### config.mk
export PLATFORM = sky130hd
export DESIGN_NAME = dodge_top
export DESIGN_NICKNAME = d
export VERILOG_FILES = /design/src/hw/game_pkg.sv /design/src/hw/button_debounce.sv /design/src/hw/game_engine.sv /design/src/hw/frame_buffer.sv /design/src/hw/max7219_driver.sv /design/src/hw/dodge_top.sv
export SDC_FILE = /design/constraint.sdc
export NUM_CORES = 1
export LEC_CHECK = 0
export BUFFER_PORTS_ARGS = -buffer_cell sky130_fd_sc_hd__buf_4
export CAP_MARGIN = 0
export CORE_ASPECT_RATIO = 0.8
export CORE_UTILIZATION = 55
export DETAILED_ROUTE_END_ITERATION = 10
export GPL_TIMING_DRIVEN = 0
export PLACE_DENSITY = 0.82
export SLEW_MARGIN = 20
export SYNTH_ARGS = -nofsm -noshare
export SYNTH_HDL_FRONTEND = slang
export SYNTH_SLANG_ARGS = --single-unit
### constraint.sdc
create_clock -name clock_50 -period 3.6 [get_ports clock_50]
set_input_delay 0.54 -clock clock_50 [delete_from_list [all_inputs] [get_ports clock_50]]
set_output_delay 0.54 -clock clock_50 [all_outputs]
set_load 0.005 [all_outputs]
### src/hw/game_pkg.sv
// ==============================
// Dodge game shared definitions
// Widths, screens, MAX7219 words and FSM states
// ==============================

package game_pkg;

	// Matrix geometry
	typedef logic [7:0] row_t;
	typedef logic [2:0] col_t;
	typedef logic [2:0] row_addr_t;

	// MAX7219 word: zero nibble, register address, data byte
	typedef logic [15:0] max_word_t;

	typedef enum logic [1:0] {
		st_start,
		st_go,
		st_play,
		st_lost
	} game_state_t;

	typedef enum logic [1:0] {
		st_init,
		st_read,
		st_shift,
		st_gap
	} drv_state_t;

	// ==============================
	// Fixed screens, row 0 at the bottom
	// ==============================
	localparam row_t screen_start [8] = '{
		8'b00000000, 8'b01100110, 8'b00100010, 8'b00100010,
		8'b01000100, 8'b01000100, 8'b01100110, 8'b00000000
	};

	localparam row_t screen_go [8] = '{
		8'b00000000, 8'b01100110, 8'b10011001, 8'b10111001,
		8'b10001001, 8'b10001001, 8'b01100110, 8'b00000000
	};

	// Cross
	localparam row_t screen_lost [8] = '{
		8'b10000001, 8'b01000010, 8'b00100100, 8'b00011000,
		8'b00011000, 8'b00100100, 8'b01000010, 8'b10000001
	};

	// ==============================
	// MAX7219 setup
	// ==============================
	// Decode off, scan all digits, intensity 10, wake up, test off
	localparam max_word_t init_words [5] = '{
		16'h0900, 16'h0B07, 16'h0A0A, 16'h0C01, 16'h0F00
	};

	// Digit 1 register
	localparam logic [3:0] digit_base = 4'd1;

	// Timing
	localparam int sclk_half = 2;
	// About 0.25 s at 50 MHz
	localparam int step_cycles_default = 12_500_000;
	// About 10 ms at 50 MHz
	localparam int debounce_cycles_default = 500_000;

	// Game
	localparam col_t start_col = 3'd3;
	localparam int go_steps = 4;

endpackage

### src/hw/button_debounce.sv
// ==============================
// Button debouncer
// Syncs an active-low button, one pulse per stable press
// ==============================
`timescale 1ns/10ps

module button_debounce import game_pkg::*; #(
	parameter int stable_cycles = debounce_cycles_default
) (
	input  logic clock_50,
	input  logic rst_n,
	input  logic btn_n,
	output logic press
);

	localparam int cnt_w = $clog2(stable_cycles + 1);

	logic sync1;
	logic sync2;
	logic [cnt_w-1:0] cnt;

	always_ff @(posedge clock_50) begin
		if (!rst_n) begin
			sync1 <= 1'b1;
			sync2 <= 1'b1;
			// Start saturated so nothing fires after reset
			cnt <= cnt_w'(stable_cycles);
			press <= 1'b0;
		end else begin
			sync1 <= btn_n;
			sync2 <= sync1;
			// Restart on any level change
			if (sync1 != sync2)
				cnt <= '0;
			else if (cnt != cnt_w'(stable_cycles))
				cnt <= cnt + 1'b1;
			// Fires once, only for the pressed level
			press <= !sync2 && (sync1 == sync2) && (cnt == cnt_w'(stable_cycles - 1));
		end
	end

endmodule

### src/hw/game_engine.sv
// ==============================
// Dodge game engine
// Game FSM, player, falling obstacles, frame writes
// ==============================
`timescale 1ns/10ps

module game_engine import game_pkg::*; #(
	parameter int step_cycles = step_cycles_default
) (
	input  logic      clock_50,
	input  logic      rst_n,
	input  logic      start_press,
	input  logic      left_press,
	input  logic      right_press,
	output logic      fb_we,
	output row_addr_t fb_waddr,
	output row_t      fb_wdata
);

	localparam int step_w = $clog2(step_cycles + 1);

	game_state_t state;
	logic [step_w-1:0] step_cnt;
	logic step_tick;
	logic start_go;
	logic [2:0] go_cnt;
	logic step_odd;
	col_t player_col;
	row_t obst [1:7];
	logic [7:0] lfsr;
	logic redraw_req;
	logic wr_busy;
	row_addr_t wr_row;

	assign step_tick = (step_cnt == step_w'(step_cycles - 1));
	assign start_go = start_press && (state == st_start || state == st_lost);

	// Step timer, restarted when a game begins
	always_ff @(posedge clock_50) begin
		if (!rst_n)
			step_cnt <= '0;
		else if (start_go || step_tick)
			step_cnt <= '0;
		else
			step_cnt <= step_cnt + 1'b1;
	end

	// Free running LFSR, x^8 + x^6 + x^5 + x^4 + 1
	always_ff @(posedge clock_50) begin
		if (!rst_n)
			lfsr <= 8'h01;
		else
			lfsr <= {lfsr[6:0], lfsr[7] ^ lfsr[5] ^ lfsr[4] ^ lfsr[3]};
	end

	// ==============================
	// Game FSM
	// ==============================
	always_ff @(posedge clock_50) begin
		if (!rst_n) begin
			state <= st_start;
			go_cnt <= '0;
			step_odd <= 1'b0;
			player_col <= start_col;
			for (int i = 1; i <= 7; i++)
				obst[i] <= '0;
		end else if (start_go) begin
			state <= st_go;
			go_cnt <= '0;
			step_odd <= 1'b0;
			player_col <= start_col;
			for (int i = 1; i <= 7; i++)
				obst[i] <= '0;
		end else begin
			// Left is toward bit 7
			if (state == st_go || state == st_play) begin
				if (left_press && player_col != 3'd7)
					player_col <= player_col + 1'b1;
				else if (right_press && player_col != 3'd0)
					player_col <= player_col - 1'b1;
			end
			if (step_tick) begin
				case (state)
					st_go: begin
						if (go_cnt == 3'(go_steps - 1))
							state <= st_play;
						else
							go_cnt <= go_cnt + 1'b1;
					end
					st_play: begin
						if (obst[1][player_col]) begin
							state <= st_lost;
						end else begin
							for (int i = 1; i <= 6; i++)
								obst[i] <= obst[i + 1];
							// New obstacle every other step
							if (step_odd)
								obst[7] <= '0;
							else
								obst[7] <= row_t'(8'd1 << lfsr[2:0]);
							step_odd <= !step_odd;
						end
					end
					default: ;
				endcase
			end
		end
	end

	// ==============================
	// Frame rewrite, rows 0 to 7
	// ==============================
	always_ff @(posedge clock_50) begin
		if (!rst_n) begin
			// Draw the start screen once out of reset
			redraw_req <= 1'b1;
			wr_busy <= 1'b0;
			wr_row <= '0;
		end else begin
			redraw_req <= start_go || step_tick;
			if (redraw_req) begin
				wr_busy <= 1'b1;
				wr_row <= '0;
			end else if (wr_busy) begin
				wr_row <= wr_row + 1'b1;
				if (wr_row == 3'd7)
					wr_busy <= 1'b0;
			end
		end
	end

	assign fb_we = wr_busy;
	assign fb_waddr = wr_row;

	always_comb begin
		case (state)
			st_start: fb_wdata = screen_start[wr_row];
			st_go:    fb_wdata = screen_go[wr_row];
			st_lost:  fb_wdata = screen_lost[wr_row];
			default: begin
				// Player alone on the bottom row
				if (wr_row == 3'd0)
					fb_wdata = row_t'(8'd1 << player_col);
				else
					fb_wdata = obst[wr_row];
			end
		endcase
	end

endmodule

### src/hw/frame_buffer.sv
// ==============================
// Frame buffer
// Eight rows, write strobe in, Wishbone read out
// ==============================
`timescale 1ns/10ps

module frame_buffer import game_pkg::*; (
	input  logic      clock_50,
	input  logic      rst_n,
	input  logic      we,
	input  row_addr_t waddr,
	input  row_t      wdata,
	input  logic      wb_cyc,
	input  logic      wb_stb,
	input  row_addr_t wb_adr,
	output logic      wb_ack,
	output row_t      wb_dat_o
);

	row_t rows [8];

	// Write port
	always_ff @(posedge clock_50) begin
		if (!rst_n) begin
			for (int i = 0; i < 8; i++)
				rows[i] <= '0;
		end else if (we) begin
			rows[waddr] <= wdata;
		end
	end

	// One wait state, ack drops the cycle after
	always_ff @(posedge clock_50) begin
		if (!rst_n)
			wb_ack <= 1'b0;
		else
			wb_ack <= wb_cyc && wb_stb && !wb_ack;
	end

	always_ff @(posedge clock_50) begin
		if (wb_cyc && wb_stb)
			wb_dat_o <= rows[wb_adr];
	end

endmodule

### src/hw/max7219_driver.sv
// ==============================
// MAX7219 serial driver
// Init words, then row scan read over Wishbone
// ==============================
`timescale 1ns/10ps

module max7219_driver import game_pkg::*; (
	input  logic      clock_50,
	input  logic      rst_n,
	output logic      wb_cyc,
	output logic      wb_stb,
	output row_addr_t wb_adr,
	input  logic      wb_ack,
	input  row_t      wb_dat_o,
	output logic      max_din,
	output logic      max_ncs,
	output logic      max_sclk
);

	localparam int phase_w = $clog2(sclk_half + 1);

	drv_state_t state;
	logic [2:0] init_idx;
	logic init_done;
	row_addr_t row_idx;
	max_word_t shreg;
	max_word_t next_word;
	logic [3:0] bit_cnt;
	logic [phase_w-1:0] phase_cnt;
	logic phase_end;
	logic load_word;

	assign wb_stb = wb_cyc;
	assign wb_adr = row_idx;
	assign phase_end = (phase_cnt == phase_w'(sclk_half - 1));
	assign load_word = (state == st_init) || (state == st_read && wb_ack);

	// Row n goes to digit n+1
	always_comb begin
		if (init_done)
			next_word = {4'h0, digit_base + 4'(row_idx), wb_dat_o};
		else
			next_word = init_words[init_idx];
	end

	always_ff @(posedge clock_50) begin
		if (!rst_n) begin
			state <= st_init;
			init_idx <= '0;
			init_done <= 1'b0;
			row_idx <= '0;
			bit_cnt <= '0;
			phase_cnt <= '0;
			wb_cyc <= 1'b0;
			max_ncs <= 1'b1;
			max_sclk <= 1'b0;
			max_din <= 1'b0;
		end else if (load_word) begin
			// Start of word, MSB on the pin while sclk is low
			wb_cyc <= 1'b0;
			shreg <= next_word;
			max_din <= next_word[15];
			max_ncs <= 1'b0;
			bit_cnt <= '0;
			phase_cnt <= '0;
			state <= st_shift;
		end else begin
			case (state)
				st_read: wb_cyc <= 1'b1;
				st_shift: begin
					if (!phase_end) begin
						phase_cnt <= phase_cnt + 1'b1;
					end else begin
						phase_cnt <= '0;
						if (!max_sclk) begin
							max_sclk <= 1'b1;
						end else begin
							max_sclk <= 1'b0;
							// Latch after the 16th falling edge
							if (bit_cnt == 4'd15) begin
								max_ncs <= 1'b1;
								state <= st_gap;
							end else begin
								bit_cnt <= bit_cnt + 1'b1;
								shreg <= {shreg[14:0], 1'b0};
								max_din <= shreg[14];
							end
						end
					end
				end
				st_gap: begin
					// ncs high for one phase
					if (!phase_end) begin
						phase_cnt <= phase_cnt + 1'b1;
					end else begin
						phase_cnt <= '0;
						state <= st_read;
						if (init_done) begin
							row_idx <= row_idx + 1'b1;
						end else if (init_idx == 3'd4) begin
							init_done <= 1'b1;
						end else begin
							init_idx <= init_idx + 1'b1;
							state <= st_init;
						end
					end
				end
				default: ;
			endcase
		end
	end

endmodule

### src/hw/dodge_top.sv
// ==============================
// Dodge game top level
// Debouncers, engine, frame buffer, MAX7219 driver
// ==============================
`timescale 1ns/10ps

module dodge_top import game_pkg::*; #(
	parameter int step_cycles = step_cycles_default,
	parameter int debounce_cycles = debounce_cycles_default
) (
	input  logic clock_50,
	input  logic rst_n,
	input  logic start_btn_n,
	input  logic left_btn_n,
	input  logic right_btn_n,
	output logic max_din,
	output logic max_ncs,
	output logic max_sclk
);

	logic start_press;
	logic left_press;
	logic right_press;
	logic fb_we;
	row_addr_t fb_waddr;
	row_t fb_wdata;
	logic wb_cyc;
	logic wb_stb;
	row_addr_t wb_adr;
	logic wb_ack;
	row_t wb_dat_o;

	// Buttons
	button_debounce #(.stable_cycles(debounce_cycles)) u_start_db (
		.clock_50(clock_50),
		.rst_n(rst_n),
		.btn_n(start_btn_n),
		.press(start_press)
	);

	button_debounce #(.stable_cycles(debounce_cycles)) u_left_db (
		.clock_50(clock_50),
		.rst_n(rst_n),
		.btn_n(left_btn_n),
		.press(left_press)
	);

	button_debounce #(.stable_cycles(debounce_cycles)) u_right_db (
		.clock_50(clock_50),
		.rst_n(rst_n),
		.btn_n(right_btn_n),
		.press(right_press)
	);

	game_engine #(.step_cycles(step_cycles)) u_engine (
		.clock_50(clock_50),
		.rst_n(rst_n),
		.start_press(start_press),
		.left_press(left_press),
		.right_press(right_press),
		.fb_we(fb_we),
		.fb_waddr(fb_waddr),
		.fb_wdata(fb_wdata)
	);

	frame_buffer u_fb (
		.clock_50(clock_50),
		.rst_n(rst_n),
		.we(fb_we),
		.waddr(fb_waddr),
		.wdata(fb_wdata),
		.wb_cyc(wb_cyc),
		.wb_stb(wb_stb),
		.wb_adr(wb_adr),
		.wb_ack(wb_ack),
		.wb_dat_o(wb_dat_o)
	);

	// Matrix driver
	max7219_driver u_drv (
		.clock_50(clock_50),
		.rst_n(rst_n),
		.wb_cyc(wb_cyc),
		.wb_stb(wb_stb),
		.wb_adr(wb_adr),
		.wb_ack(wb_ack),
		.wb_dat_o(wb_dat_o),
		.max_din(max_din),
		.max_ncs(max_ncs),
		.max_sclk(max_sclk)
	);

endmodule

==> impl_results.md <==
* Status: complete, no violations
* Initial core utilization at 0.5615
* Initial antenna violation count at 0
* GP Congestion at around 0.89
* Post-layout util at 0.6215
* I/O pin count at 8
* CTS Buffer Depth at 3
* CP bufs+invs at 2
* Critical Path RT at 3.96 ns
* P&R area growth vs syn at 10.69%
* Nets at 1307
* Crit start category: register
* Number of buffers created by CTS at 26
* Switching Share at 0.2227
* Dominant cell type by area after synthesis: edfxtp_1
* Clock-pin slew on the worst setup and hold paths at 0.07 ns
* Worst Setup Path Type: register to register
* RSZ-0062 raised after global routing: no
* Total track usage at 0.2456
* # placed instances at 1552
* # setup viols final at 0
* Clock Power Share at 0.428
* Ranking of synthesized cells by area: edfxtp_1, dfxtp_1, mux4_2, and3_1, nor2_1
* Peak VDD IR at 0.4077 mV
* Sequential element share of the synthesized area at 0.5312
* Clock Skews at 0.01550 ns
* CP max FO at 10
* Antenna viol nets, final at 0
* Worst-margin pin slew at 1.049 ns
* Crit end category: register
* FILL cells at approximately 1800
* Arrival time at the worst endpoint at 3.47 ns
* Seq pwr share at 0.514
* Post-Synthesis Cells at 1233
* Pwr Density at approximately 470 mW/mm²
* Wire per inst at 18.68 µm
* Row Count at 50
* Layout Cells excl Fill at 1600
* Register area at about 0.0070 mm²
* Max Freq at 0.3210 GHz
* P_sw at between 1500 and 2000 µW
* Root Buffer: clkbuf_16
* CTS sink cnt at 278
* Syn nets at 1272
* Commonest non-fill, non-tap cell in the layout: edfxtp_1
* Inserted Diodes at 0
* Hold_ws at ~0.19 ns
* Final Max Slew Viols at 0
* Synthesis Warnings at 0
* Max-Cap Viols at 0
* Post CTS Setup Buffer Count at 0
* Final WL at roughly 30 mm
* Slew HR at 0.2942
* Library cells used by synthesis at 63
* DRT Pass-1 Iters at 5
* Initial DRC Count at 1039
* Final Hold Vio Count at 0
* Drt via density at about 6.2
* Primary FF master, synth: edfxtp_1
* Worst path top cell family by delay: compound AO/OA/AOI/OAI gates
* Vias post-DR at 9856
* CTS tree: built
* Gates resized, CTS repair at 0
* Die width at 175.0 µm
* FFs w/ async S/R, synth at 0
* Hold/Removal Path Class: input pin to register
* Leakage at about 0.0054 µW
* First-pass GRT wire length at approximately 48 mm
* Clock Latency Late Sink at 0.53 ns
* CP max stage delay at about 0.74 ns
* Total Power at 6831 µW
* Hold_buf cts at 0
* DR DRC count at 0
* Layout cell share with drive strength beyond 1 at 0.08851
* Final setup TNS at 0 ns
* Number of synthesized flops with an enable pin at 143
* Port-buffer cells at 6
* Post-DP HPWL at just over 20 mm
* Yosys top cell area share at 0.3260
* Int Power at between 5000 and 6000 µW
* Final period util at 0.8654
* Global route total overflow at 0
* Final Critical Period at around 3.1 ns
* Worst path slowest cell: a2111oi_0
* Mapped Area at 0.01317 mm²
* #FFs+latches synth at 278
* Comb power frac at 0.058
* Die area at 0.02458 mm²
* Mean Syn Cell Area at 10.68 µm²
* Footprint of the multi-input gates at between 0.005 and 0.006 mm²
* Number of global-route vias before repair at approximately 9200
* H-tree depth at 1
* Die Y at between 100 and 150 µm
* Commonest cells after routing, fill and taps aside: edfxtp_1, dfxtp_1, nor2_1
* Reg2reg setup slack at approximately 0.48 ns
* Core ar. at 0.02346 mm²
* Crit-path cells: clkbuf_1, clkinv_1, ha_1, nor2b_1, a2111oi_0, o31ai_2, nor2_1
* Largest net degree at the start of global routing at 27
## registers in the layout (all words and copies together), names as in the netlist, 15 cells and up, named ones only
| register | count |
|---|---|
| u_engine.step_cnt | 24 |
| u_fb.rows | 64 |
| u_engine.obst | 56 |
| u_right_db.cnt | 19 |
| u_drv.shreg | 15 |
| u_left_db.cnt | 19 |
| u_start_db.cnt | 19 |
## final timing paths
kind,from,cells past startpoint,endpoint
worst max-delay path,u_engine.fb_waddr[0]$_SDFFE_PP0P_,7,u_fb.rows[7][4]$_SDFFCE_PN0P_
worst min register to register,u_right_db.sync1$_SDFF_PN1_,2,u_right_db.sync2$_SDFF_PN1_
worst max register to register,u_engine.fb_waddr[0]$_SDFFE_PP0P_,7,u_fb.rows[7][4]$_SDFFCE_PN0P_
worst min-delay path,right_btn_n,2,u_right_db.sync1$_SDFF_PN1_
## layout make-up
cell class              instances  share of cell area
clock buffers                  30             0.04711
flip-flops and latches        278              0.4799
plain buffers                  66             0.01948
clock inverters                18             0.01510
repair buffers                  7            0.004977
well taps                     312             0.02677
multi-input cells             849              0.3964
inverters                      40             0.01030
## power by group through the flow
stage | Combinational [µW] | Clock (µW) | Sequential, µW
floorplan | 284 | 0 | 3550
global placement | 366 | 0 | 3570
detailed placement | 389 | 0 | 3580
CTS | 392 | 2940 | 3510
global route | 439 | 3060 | 3520
finish | 395 | 2920 | 3510
## synthesized netlist by cell type, types with 20 or more instances
cell,n
nor3_1,58
and3_1,73
mux2i_1,27
nor4_1,26
clkbuf_1,48
xor2_1,35
nand3_1,50
nand2b_1,20
nor2_1,114
inv_1,38
ha_1,33
dfxtp_1,135
a21oi_1,59
xnor2_1,20
nand4_1,41
nand2_1,62
edfxtp_1,143
mux4_2,26
o21ai_0,40
## metrics by stage
| stage | setup slack (ns) | area, µm² |
|---|---|---|
| finish | 0.4847 | 14580 |
| detailed placement | 0.09994 | 13660 |
| global route | 0.3088 | 14580 |
| CTS | 0.3026 | 14570 |
| floorplan | 0.6634 | 13170 |
| global placement | -0.6863 | 13610 |
## logic make-up (layout without fill, tap and decap cells)
logic type	Yosys count	in the layout	share of synthesized area
and+or+nand+nor	536	536	0.2179
DFF	278	278	0.5312
AOI/OAI and AO/OA	158	158	0.07247
buffers and inverters	106	161	0.03296
muxes	66	66	0.07608
xor gates and xnor gates	55	55	0.03657
adders and majority gates	34	34	0.03287
## worst reg2reg max path: stages, from the launching register on
cell and delay [ns]:
dfxtp_1 0.39, clkbuf_1 0.38, clkinv_1 0.33, ha_1 0.33
nor2b_1 0.20, a2111oi_0 0.74, o31ai_2 0.36, nor2_1 0.22
## per-layer routing
layer / vias to the layer above / part of all wire / global-route usage
met5: - / 0 / 0
met4: 0 / 0.024 / 0.06865
met3: 65 / 0.081 / 0.03664
met2: 434 / 0.46 / 0.3910
met1: 4710 / 0.43 / 0.3505
li1: 4647 / - / -
Power figures use the tool's default switching activity.
